### config.mk
export PLATFORM = sky130hd
export DESIGN_NAME = rvCore
export DESIGN_NICKNAME = d
export VERILOG_FILES = /design/src/rtl/rvPkg.sv /design/src/rtl/controlUnit.sv /design/src/rtl/immGen.sv /design/src/rtl/regFile.sv /design/src/rtl/alu.sv /design/src/rtl/rvCore.sv
export SDC_FILE = /design/constraint.sdc
export NUM_CORES = 2
export LEC_CHECK = 0
export BUFFER_PORTS_ARGS = -buffer_cell sky130_fd_sc_hd__buf_4
export CAP_MARGIN = 10
export CORE_AREA = 5 5 439 549
export DETAILED_ROUTE_END_ITERATION = 8
export DIE_AREA = 0 0 444 554
export PLACE_DENSITY = 0.44
export SLEW_MARGIN = 20
export SYNTH_ARGS = -nofsm -noshare
export SYNTH_HDL_FRONTEND = slang
export SYNTH_SLANG_ARGS = --single-unit
### constraint.sdc
create_clock -name clk -period 11.4 [get_ports clk]
set_input_delay 1.71 -clock clk [delete_from_list [all_inputs] [get_ports clk]]
set_output_delay 1.71 -clock clk [all_outputs]
set_load 0.03 [all_outputs]
### src/rtl/rvPkg.sv
/* Shared RV32I definitions for the single-cycle core.
   Opcodes, instruction-word views, control strobes and ALU codes. */
package rvPkg;

    // Major opcodes of the supported instructions.
    localparam logic [6:0] opLoad   = 7'b0000011;
    localparam logic [6:0] opImm    = 7'b0010011;
    localparam logic [6:0] opAuipc  = 7'b0010111;
    localparam logic [6:0] opStore  = 7'b0100011;
    localparam logic [6:0] opReg    = 7'b0110011;
    localparam logic [6:0] opLui    = 7'b0110111;
    localparam logic [6:0] opBranch = 7'b1100011;
    localparam logic [6:0] opJalr   = 7'b1100111;
    localparam logic [6:0] opJal    = 7'b1101111;

    // Field layouts, MSB first.
    typedef struct packed {
        logic [6:0] funct7;
        logic [4:0] rs2;
        logic [4:0] rs1;
        logic [2:0] funct3;
        logic [4:0] rd;
        logic [6:0] opcode;
    } rFmtT;

    typedef struct packed {
        logic [11:0] imm11to0;
        logic [4:0]  rs1;
        logic [2:0]  funct3;
        logic [4:0]  rd;
        logic [6:0]  opcode;
    } iFmtT;

    typedef struct packed {
        logic [6:0] imm11to5;
        logic [4:0] rs2;
        logic [4:0] rs1;
        logic [2:0] funct3;
        logic [4:0] imm4to0;
        logic [6:0] opcode;
    } sFmtT;

    typedef struct packed {
        logic       imm12;
        logic [5:0] imm10to5;
        logic [4:0] rs2;
        logic [4:0] rs1;
        logic [2:0] funct3;
        logic [3:0] imm4to1;
        logic       imm11;
        logic [6:0] opcode;
    } bFmtT;

    // Also carries the scrambled J immediate.
    typedef struct packed {
        logic [19:0] imm;
        logic [4:0]  rd;
        logic [6:0]  opcode;
    } uFmtT;

    // One instruction word, five ways to read it.
    typedef union packed {
        rFmtT r;
        iFmtT i;
        sFmtT s;
        bFmtT b;
        uFmtT u;
    } instrT;

    typedef enum logic [1:0] {
        src1Rs1  = 2'b00,
        src1Zero = 2'b01,
        src1Pc   = 2'b10
    } aluSrc1T;

    typedef enum logic [1:0] {
        src2Rs2  = 2'b00,
        src2Imm  = 2'b01,
        src2Four = 2'b11
    } aluSrc2T;

    // Operation class, refined by funct3/funct7 inside the ALU.
    typedef enum logic [1:0] {
        aluAdd    = 2'b00,
        aluBranch = 2'b01,
        aluReg    = 2'b10,
        aluImm    = 2'b11
    } aluOpT;

    typedef struct packed {
        logic    jump;
        logic    jumpReg;
        logic    branch;
        logic    memRead;
        logic    memWrite;
        logic    memToReg;
        logic    regWrite;
        aluSrc1T aluSrc1;
        aluSrc2T aluSrc2;
        aluOpT   aluOp;
    } ctrlT;

endpackage

### src/rtl/controlUnit.sv
/* Main decoder of the core.
   Maps the opcode to control strobes and ALU operand and operation codes. */
module controlUnit (
    input  logic [6:0]  opCode,
    input  logic        enable,
    output rvPkg::ctrlT ctrl
);

    always_comb begin : decode
        // Everything inactive unless a known opcode says otherwise.
        ctrl.jump     = 1'b0;
        ctrl.jumpReg  = 1'b0;
        ctrl.branch   = 1'b0;
        ctrl.memRead  = 1'b0;
        ctrl.memWrite = 1'b0;
        ctrl.memToReg = 1'b0;
        ctrl.regWrite = 1'b0;
        ctrl.aluSrc1  = rvPkg::src1Rs1;
        ctrl.aluSrc2  = rvPkg::src2Rs2;
        ctrl.aluOp    = rvPkg::aluAdd;

        // A stalled core decodes as a no-op.
        if (enable) begin
            case (opCode)
                rvPkg::opLoad: begin
                    ctrl.aluSrc2  = rvPkg::src2Imm;
                    ctrl.memRead  = 1'b1;
                    ctrl.memToReg = 1'b1;
                    ctrl.regWrite = 1'b1;
                end
                rvPkg::opImm: begin
                    ctrl.aluSrc2  = rvPkg::src2Imm;
                    ctrl.aluOp    = rvPkg::aluImm;
                    ctrl.regWrite = 1'b1;
                end
                rvPkg::opAuipc: begin
                    ctrl.aluSrc1  = rvPkg::src1Pc;
                    ctrl.aluSrc2  = rvPkg::src2Imm;
                    ctrl.regWrite = 1'b1;
                end
                rvPkg::opStore: begin
                    // Address is rs1 + imm, data is rs2.
                    ctrl.aluSrc2  = rvPkg::src2Imm;
                    ctrl.memWrite = 1'b1;
                end
                rvPkg::opReg: begin
                    ctrl.aluOp    = rvPkg::aluReg;
                    ctrl.regWrite = 1'b1;
                end
                rvPkg::opLui: begin
                    // Zero plus the upper immediate.
                    ctrl.aluSrc1  = rvPkg::src1Zero;
                    ctrl.aluSrc2  = rvPkg::src2Imm;
                    ctrl.regWrite = 1'b1;
                end
                rvPkg::opBranch: begin
                    ctrl.branch = 1'b1;
                    ctrl.aluOp  = rvPkg::aluBranch;
                end
                rvPkg::opJalr: begin
                    // ALU forms the link value pc + 4.
                    ctrl.jumpReg  = 1'b1;
                    ctrl.aluSrc1  = rvPkg::src1Pc;
                    ctrl.aluSrc2  = rvPkg::src2Four;
                    ctrl.regWrite = 1'b1;
                end
                rvPkg::opJal: begin
                    ctrl.jump     = 1'b1;
                    ctrl.aluSrc1  = rvPkg::src1Pc;
                    ctrl.aluSrc2  = rvPkg::src2Four;
                    ctrl.regWrite = 1'b1;
                end
                default: begin
                    // Unknown opcode leaves all strobes low.
                end
            endcase
        end
    end

endmodule

### src/rtl/immGen.sv
/* Immediate generator.
   Builds the sign-extended I, S, B, U or J immediate from the opcode. */
module immGen (
    input  rvPkg::instrT instr,
    output logic [31:0]  imm
);

    always_comb begin : build
        case (instr.r.opcode)
            rvPkg::opImm, rvPkg::opLoad, rvPkg::opJalr: begin
                imm = {{20{instr.i.imm11to0[11]}}, instr.i.imm11to0};
            end
            rvPkg::opStore: begin
                imm = {{20{instr.s.imm11to5[6]}}, instr.s.imm11to5, instr.s.imm4to0};
            end
            rvPkg::opBranch: begin
                // Offset in halfwords, bit 0 always zero.
                imm = {{20{instr.b.imm12}}, instr.b.imm11, instr.b.imm10to5,
                       instr.b.imm4to1, 1'b0};
            end
            rvPkg::opLui, rvPkg::opAuipc: begin
                imm = {instr.u.imm, 12'd0};
            end
            rvPkg::opJal: begin
                // Bits 31, 30:21, 20 and 19:12 hold imm[20], [10:1], [11] and [19:12].
                imm = {{12{instr.u.imm[19]}}, instr.u.imm[7:0], instr.u.imm[8],
                       instr.u.imm[18:9], 1'b0};
            end
            default: begin
                imm = 32'd0;
            end
        endcase
    end

endmodule

### src/rtl/regFile.sv
/* Integer register file, x1 to x31 in flops with x0 tied to zero.
   Two combinational read ports and one write port at the clock edge. */
module regFile (
    input  logic        clk,
    input  logic        arstN,
    input  logic [4:0]  rs1,
    input  logic [4:0]  rs2,
    input  logic [4:0]  rd,
    input  logic        we,
    input  logic [31:0] wdata,
    output logic [31:0] rs1Data,
    output logic [31:0] rs2Data
);

    // No storage behind x0.
    logic [31:0] regs [1:31];

    always_ff @(posedge clk or negedge arstN) begin
        if (!arstN) begin
            for (int idx = 1; idx < 32; idx++) begin
                regs[idx] <= 32'd0;
            end
        end else if (we && (rd != 5'd0)) begin
            regs[rd] <= wdata;
        end
    end

    // Reads of x0 return zero.
    assign rs1Data = (rs1 == 5'd0) ? 32'd0 : regs[rs1];
    assign rs2Data = (rs2 == 5'd0) ? 32'd0 : regs[rs2];

endmodule

### src/rtl/alu.sv
/* ALU with operand selection.
   Arithmetic, logic, shifts and compares, plus the branch condition. */
module alu (
    input  rvPkg::ctrlT  ctrl,
    input  rvPkg::instrT instr,
    input  logic [31:0]  rs1Data,
    input  logic [31:0]  rs2Data,
    input  logic [31:0]  pc,
    input  logic [31:0]  imm,
    output logic [31:0]  result,
    output logic         taken
);

    logic [31:0] opA;
    logic [31:0] opB;
    logic [2:0]  funct3;
    logic        alt;

    assign funct3 = instr.r.funct3;
    // funct7[5] picks SUB and SRA; for immediates it is imm[10].
    assign alt    = instr.r.funct7[5];

    always_comb begin : operands
        case (ctrl.aluSrc1)
            rvPkg::src1Zero: opA = 32'd0;
            rvPkg::src1Pc:   opA = pc;
            default:         opA = rs1Data;
        endcase
        case (ctrl.aluSrc2)
            rvPkg::src2Imm:  opB = imm;
            rvPkg::src2Four: opB = 32'd4;
            default:         opB = rs2Data;
        endcase
    end

    always_comb begin : compute
        result = opA + opB;
        taken  = 1'b0;
        case (ctrl.aluOp)
            rvPkg::aluReg, rvPkg::aluImm: begin
                case (funct3)
                    // SUB exists only in the register form.
                    3'b000: result = (alt && ctrl.aluOp == rvPkg::aluReg) ? opA - opB
                                                                          : opA + opB;
                    3'b001: result = opA << opB[4:0];
                    3'b010: result = {31'd0, $signed(opA) < $signed(opB)};
                    3'b011: result = {31'd0, opA < opB};
                    3'b100: result = opA ^ opB;
                    3'b101: result = alt ? 32'($signed(opA) >>> opB[4:0]) : opA >> opB[4:0];
                    3'b110: result = opA | opB;
                    default: result = opA & opB;
                endcase
            end
            rvPkg::aluBranch: begin
                result = opA - opB;
                case (funct3)
                    3'b000: taken = (opA == opB);
                    3'b001: taken = (opA != opB);
                    3'b100: taken = ($signed(opA) < $signed(opB));
                    3'b101: taken = ($signed(opA) >= $signed(opB));
                    3'b110: taken = (opA < opB);
                    3'b111: taken = (opA >= opB);
                    default: taken = 1'b0;
                endcase
            end
            default: begin
                // Plain add for addresses, LUI, AUIPC and link values.
            end
        endcase
    end

endmodule

### src/rtl/rvCore.sv
/* Single-cycle RV32I core top level.
   Holds the PC, next-PC selection, writeback and the memory ports. */
module rvCore #(
    parameter logic [31:0] resetPc = 32'd0
) (
    input  logic         clk,
    input  logic         arstN,
    input  logic         enable,
    // Instruction fetch, combinational.
    output logic [31:0]  instrAddr,
    input  rvPkg::instrT instr,
    // Data memory.
    output logic [31:0]  dataAddr,
    output logic [31:0]  dataWdata,
    output logic         dataWe,
    output logic         dataRe,
    input  logic [31:0]  dataRdata,
    // Copy of the register write port.
    output logic         retireWe,
    output logic [4:0]   retireRd,
    output logic [31:0]  retireData
);

    rvPkg::ctrlT ctrl;
    logic [31:0] pc;
    logic [31:0] nextPc;
    logic [31:0] imm;
    logic [31:0] rs1Data;
    logic [31:0] rs2Data;
    logic [31:0] aluResult;
    logic        taken;
    logic [31:0] jalrTarget;
    logic [31:0] wbData;

    controlUnit controlUnit_i (
        .opCode (instr.r.opcode),
        .enable (enable),
        .ctrl   (ctrl)
    );

    immGen immGen_i (
        .instr (instr),
        .imm   (imm)
    );

    // Write enable is already low while stalled.
    regFile regFile_i (
        .clk     (clk),
        .arstN   (arstN),
        .rs1     (instr.r.rs1),
        .rs2     (instr.r.rs2),
        .rd      (instr.r.rd),
        .we      (ctrl.regWrite),
        .wdata   (wbData),
        .rs1Data (rs1Data),
        .rs2Data (rs2Data)
    );

    alu alu_i (
        .ctrl    (ctrl),
        .instr   (instr),
        .rs1Data (rs1Data),
        .rs2Data (rs2Data),
        .pc      (pc),
        .imm     (imm),
        .result  (aluResult),
        .taken   (taken)
    );

    // ALU is busy with the link value on JALR.
    assign jalrTarget = (rs1Data + imm) & ~32'd1;

    always_comb begin : pcSelect
        if (ctrl.jumpReg) begin
            nextPc = jalrTarget;
        end else if (ctrl.jump || (ctrl.branch && taken)) begin
            nextPc = pc + imm;
        end else begin
            nextPc = pc + 32'd4;
        end
    end

    // PC only moves on enabled cycles.
    always_ff @(posedge clk or negedge arstN) begin
        if (!arstN) begin
            pc <= resetPc;
        end else if (enable) begin
            pc <= nextPc;
        end
    end

    assign wbData = ctrl.memToReg ? dataRdata : aluResult;

    assign instrAddr  = pc;
    assign dataAddr   = aluResult;
    assign dataWdata  = rs2Data;
    assign dataWe     = ctrl.memWrite;
    assign dataRe     = ctrl.memRead;
    assign retireWe   = ctrl.regWrite;
    assign retireRd   = instr.r.rd;
    assign retireData = wbData;

endmodule

==> out/qor.yml <==
outcome: "complete, no violations"
htree_levels: 3
worst_clock_skew_ns: 0.04604
layout_setup_ws_ns: 0.4288
maxSlewHeadroom_pct: 10.60
drive_above_1_share_pct: 19.14
required_ns: 9.69
tightest_slew_ns: 1.324
slowest_stage: "o311ai_0"
antenna_found_initial: 30
irDropWorstVdd_uv: 118.2
worstSetupStartpointType: "primary input"
clockRootBuffer: "clkbuf_16"
intPower_w: 0.006537
vias_per_cell: 5.954
critPathCaptureType: "output pin"
clock.fmax_mhz: 91.15
grt_max_degree: 152
clock_latency_ns: 0.76
synth_area_leaders: "dfrtp_1 (37%), mux4_2 (13%), o21ai_0 (7.8%)"
ff2ff_path_depth: 22
seq_area_frac_synth_pct: 36.50
fin_setup_tns_ns: 0
grt_pass1_wl_um: 504600
final_antenna_net_count: 0
vias: 64020
worst_ep_arrival_time_ns: 9.26
max_cap_viol_count: 0
synth_warnings: 0
final_net_count: 7760
synth.distinct_cells: 106
async_flop_share_pct: 100.0
clock_sinks: 1024
rsz0062_at_grt: "no"
groute.usage.overall_pct: 28.45
syn_area_mm2: 0.07020
gp_congestion: 1.078
yosysTopAreaCell: "dfrtp_1"
fp.coreArea_mm2: 0.2348
pin_count: 203
finalSetupViolCount: 0
power_frac_comb_pct: 20.4
synth_top_area_share_pct: 36.50
sw_frac_of_total_pct: 32.46
synth_nets: 7794
crit_type: "in2out"
synth_cells: 7563
pwr_density_cell_mw_per_mm2: 121.2
syn_to_final_growth_pct: 13.81
power_frac_clock_pct: 39.5
synth_edf_count: 0
finalHoldViolCount: 0
ys_ff_latch: 1024
grt_pass1_vias: 61321
instances_no_fill: 10752
syn_avg_cell_area_um2: 9.282
grt-ovfl-total: 0
die_area_mm2: 0.2460
wl_um: 362400
critPathMostFrequentCell: "buf_4"
holdPathStages: 2
die_h_um: 554
dieWidth_um: 444
synthFlopType: "dfrtp_1"
num_rows: 199
io_buffers: 202
cts_max_path_buffers: 3
post-cts-setup-buffers: 0
cts_resized: 0
clk_pin_slew_ns: 0.06
hp-class: "reg2reg"
cts.hold.buffers_added: 0
wl_per_cell_um: 33.71
min_period_over_period_pct: 96.24
critPathMaxFanout: 13
slew_violations: 0
cp_slowest_stage_delay_ns: 0.65
dr.first_iter.drc_count: 7279
cts_made_buffers: 110
seq_power_share_pct: 40.1
cts_tree: "built"
finalCriticalPeriod_ns: 10.97
drt_first_pass_iters: 6
start_util_pct: 29.90
drc: 0
power_switching_w: 0.003142
pre_cts_ws_ns: 0.4987
placed_cells: 10530
p_leak_nw: 34.28
hpwl_um: 267200
[cells in the mapped netlist, types with 21 or more instances]
cell type and n:
a211oi_1 33, a21o_1 65, a21oi_1 312, a221oi_1 56
a22o_1 134, a22oi_1 51, a31oi_1 47, a41oi_1 38
and2_1 34, buf_1 64, buf_2 78, buf_4 31
clkbuf_1 500, dfrtp_1 1024, ha_1 160, inv_1 193
mux2_2 144, mux2i_1 261, mux4_2 411, nand2_1 1269
nand2b_1 39, nand3_1 178, nand4_1 35, nor2_1 344
nor2b_1 45, nor3_1 147, o211ai_1 69, o21a_1 39
o21ai_0 1093, o221ai_1 21, o22ai_1 31, o31ai_1 60
xnor2_1 81, xor2_1 31
[cell usage in the layout (no fill, tap or decap), types with 40 or more instances in the layout]
master,instances
nand2_1,1237
o21ai_0,1087
dfrtp_1,1024
buf_4,510
mux4_2,411
nor2_1,337
a21oi_1,308
mux2i_1,256
inv_1,192
nand3_1,176
ha_1,160
nor3_1,145
mux2_2,144
a22o_1,134
clkbuf_16,113
xnor2_1,81
o211ai_1,69
a21o_1,65
a221oi_1,56
o31ai_1,54
a22oi_1,50
a31oi_1,44
nor2b_1,40
[flip-flops by register name, indices dropped and copies added (netlist names)]
register        cells
instrAddr          32
regFile_i.regs    992
[worst max-delay path: cells and delay by family]
family,cells,cell delay (ns)
AOI/OAI and AO/OA,10,3.02
and+or+nand+nor,9,2.19
buffers and inverters,8,1.31
adders and majority gates,2,0.99
[metal layers]
metal	track usage [%]	share of wire, %	up-vias
met1	36.71	41	32555
met2	44.86	45	3048
li1	-	-	27683
met5	0	0.022	-
met4	16.61	7.3	12
met3	4.991	7.2	722
[logic make-up (layout without fill, tap and decap cells)]
group                      after synthesis  in the layout  synth area share, %
AOI/OAI and AO/OA                     2310           2310                20.57
buffers and inverters                  897            947                5.306
xor gates and xnor gates               112            112                1.397
other                                    0             23                    0
adders and majority gates              164            164                2.966
and+or+nand+nor                       2238           2239                13.96
muxes                                  818            818                19.29
DFF                                   1024           1024                36.50
[path summary, 6_finish.rpt]
kind	start	endpoint	slack [ns]
max	instr[5]	retireData[21]	0.43
min	regFile_i.regs[300]$_DFFE_PN0P_	regFile_i.regs[300]$_DFFE_PN0P_	0.49
max reg2reg	regFile_i.regs[321]$_DFFE_PN0P_	regFile_i.regs[215]$_DFFE_PN0P_	4.00
min reg2reg	regFile_i.regs[300]$_DFFE_PN0P_	regFile_i.regs[300]$_DFFE_PN0P_	0.49
max in group asynchronous	arstN	regFile_i.regs[120]$_DFFE_PN0P_	7.95
min in group asynchronous	arstN	regFile_i.regs[648]$_DFFE_PN0P_	1.04
[cell type report]
| class | instances | area, um2 |
|---|---|---|
| fillers | 24083 | 154900 |
| multi-input cells | 5643 | 41320 |
| flip-flops and latches | 1024 | 25620 |
| repair buffers | 543 | 4433 |
| well taps | 3115 | 3897 |
| clock buffers | 163 | 3296 |
| inverters | 207 | 777.0 |
| clock inverters | 34 | 483.0 |
| diodes | 23 | 57.56 |
[through the flow]
step	instance area [um2]	power, W	hold slack, ns	utilization, %
floorplan	70200	0.004934	0.4580	-
global placement	76000	0.005883	0.4746	32.37
detailed placement	76020	0.005881	0.4851	32.38
CTS	79800	0.009737	0.4982	33.98
global route	79850	0.009986	0.5232	34.01
finish	79890	0.009679	0.4941	34.02
[power by group through the flow]
stage | Combinational (W) | Sequential (W) | Clock, W
after floorplan | 0.00103 | 0.00390 | 0
after global placement | 0.00194 | 0.00394 | 0
after detailed placement | 0.00194 | 0.00394 | 0
after CTS | 0.00194 | 0.00388 | 0.00392
after global routing | 0.00207 | 0.00388 | 0.00403
final | 0.00197 | 0.00388 | 0.00383
Power figures use the tool's default switching activity.
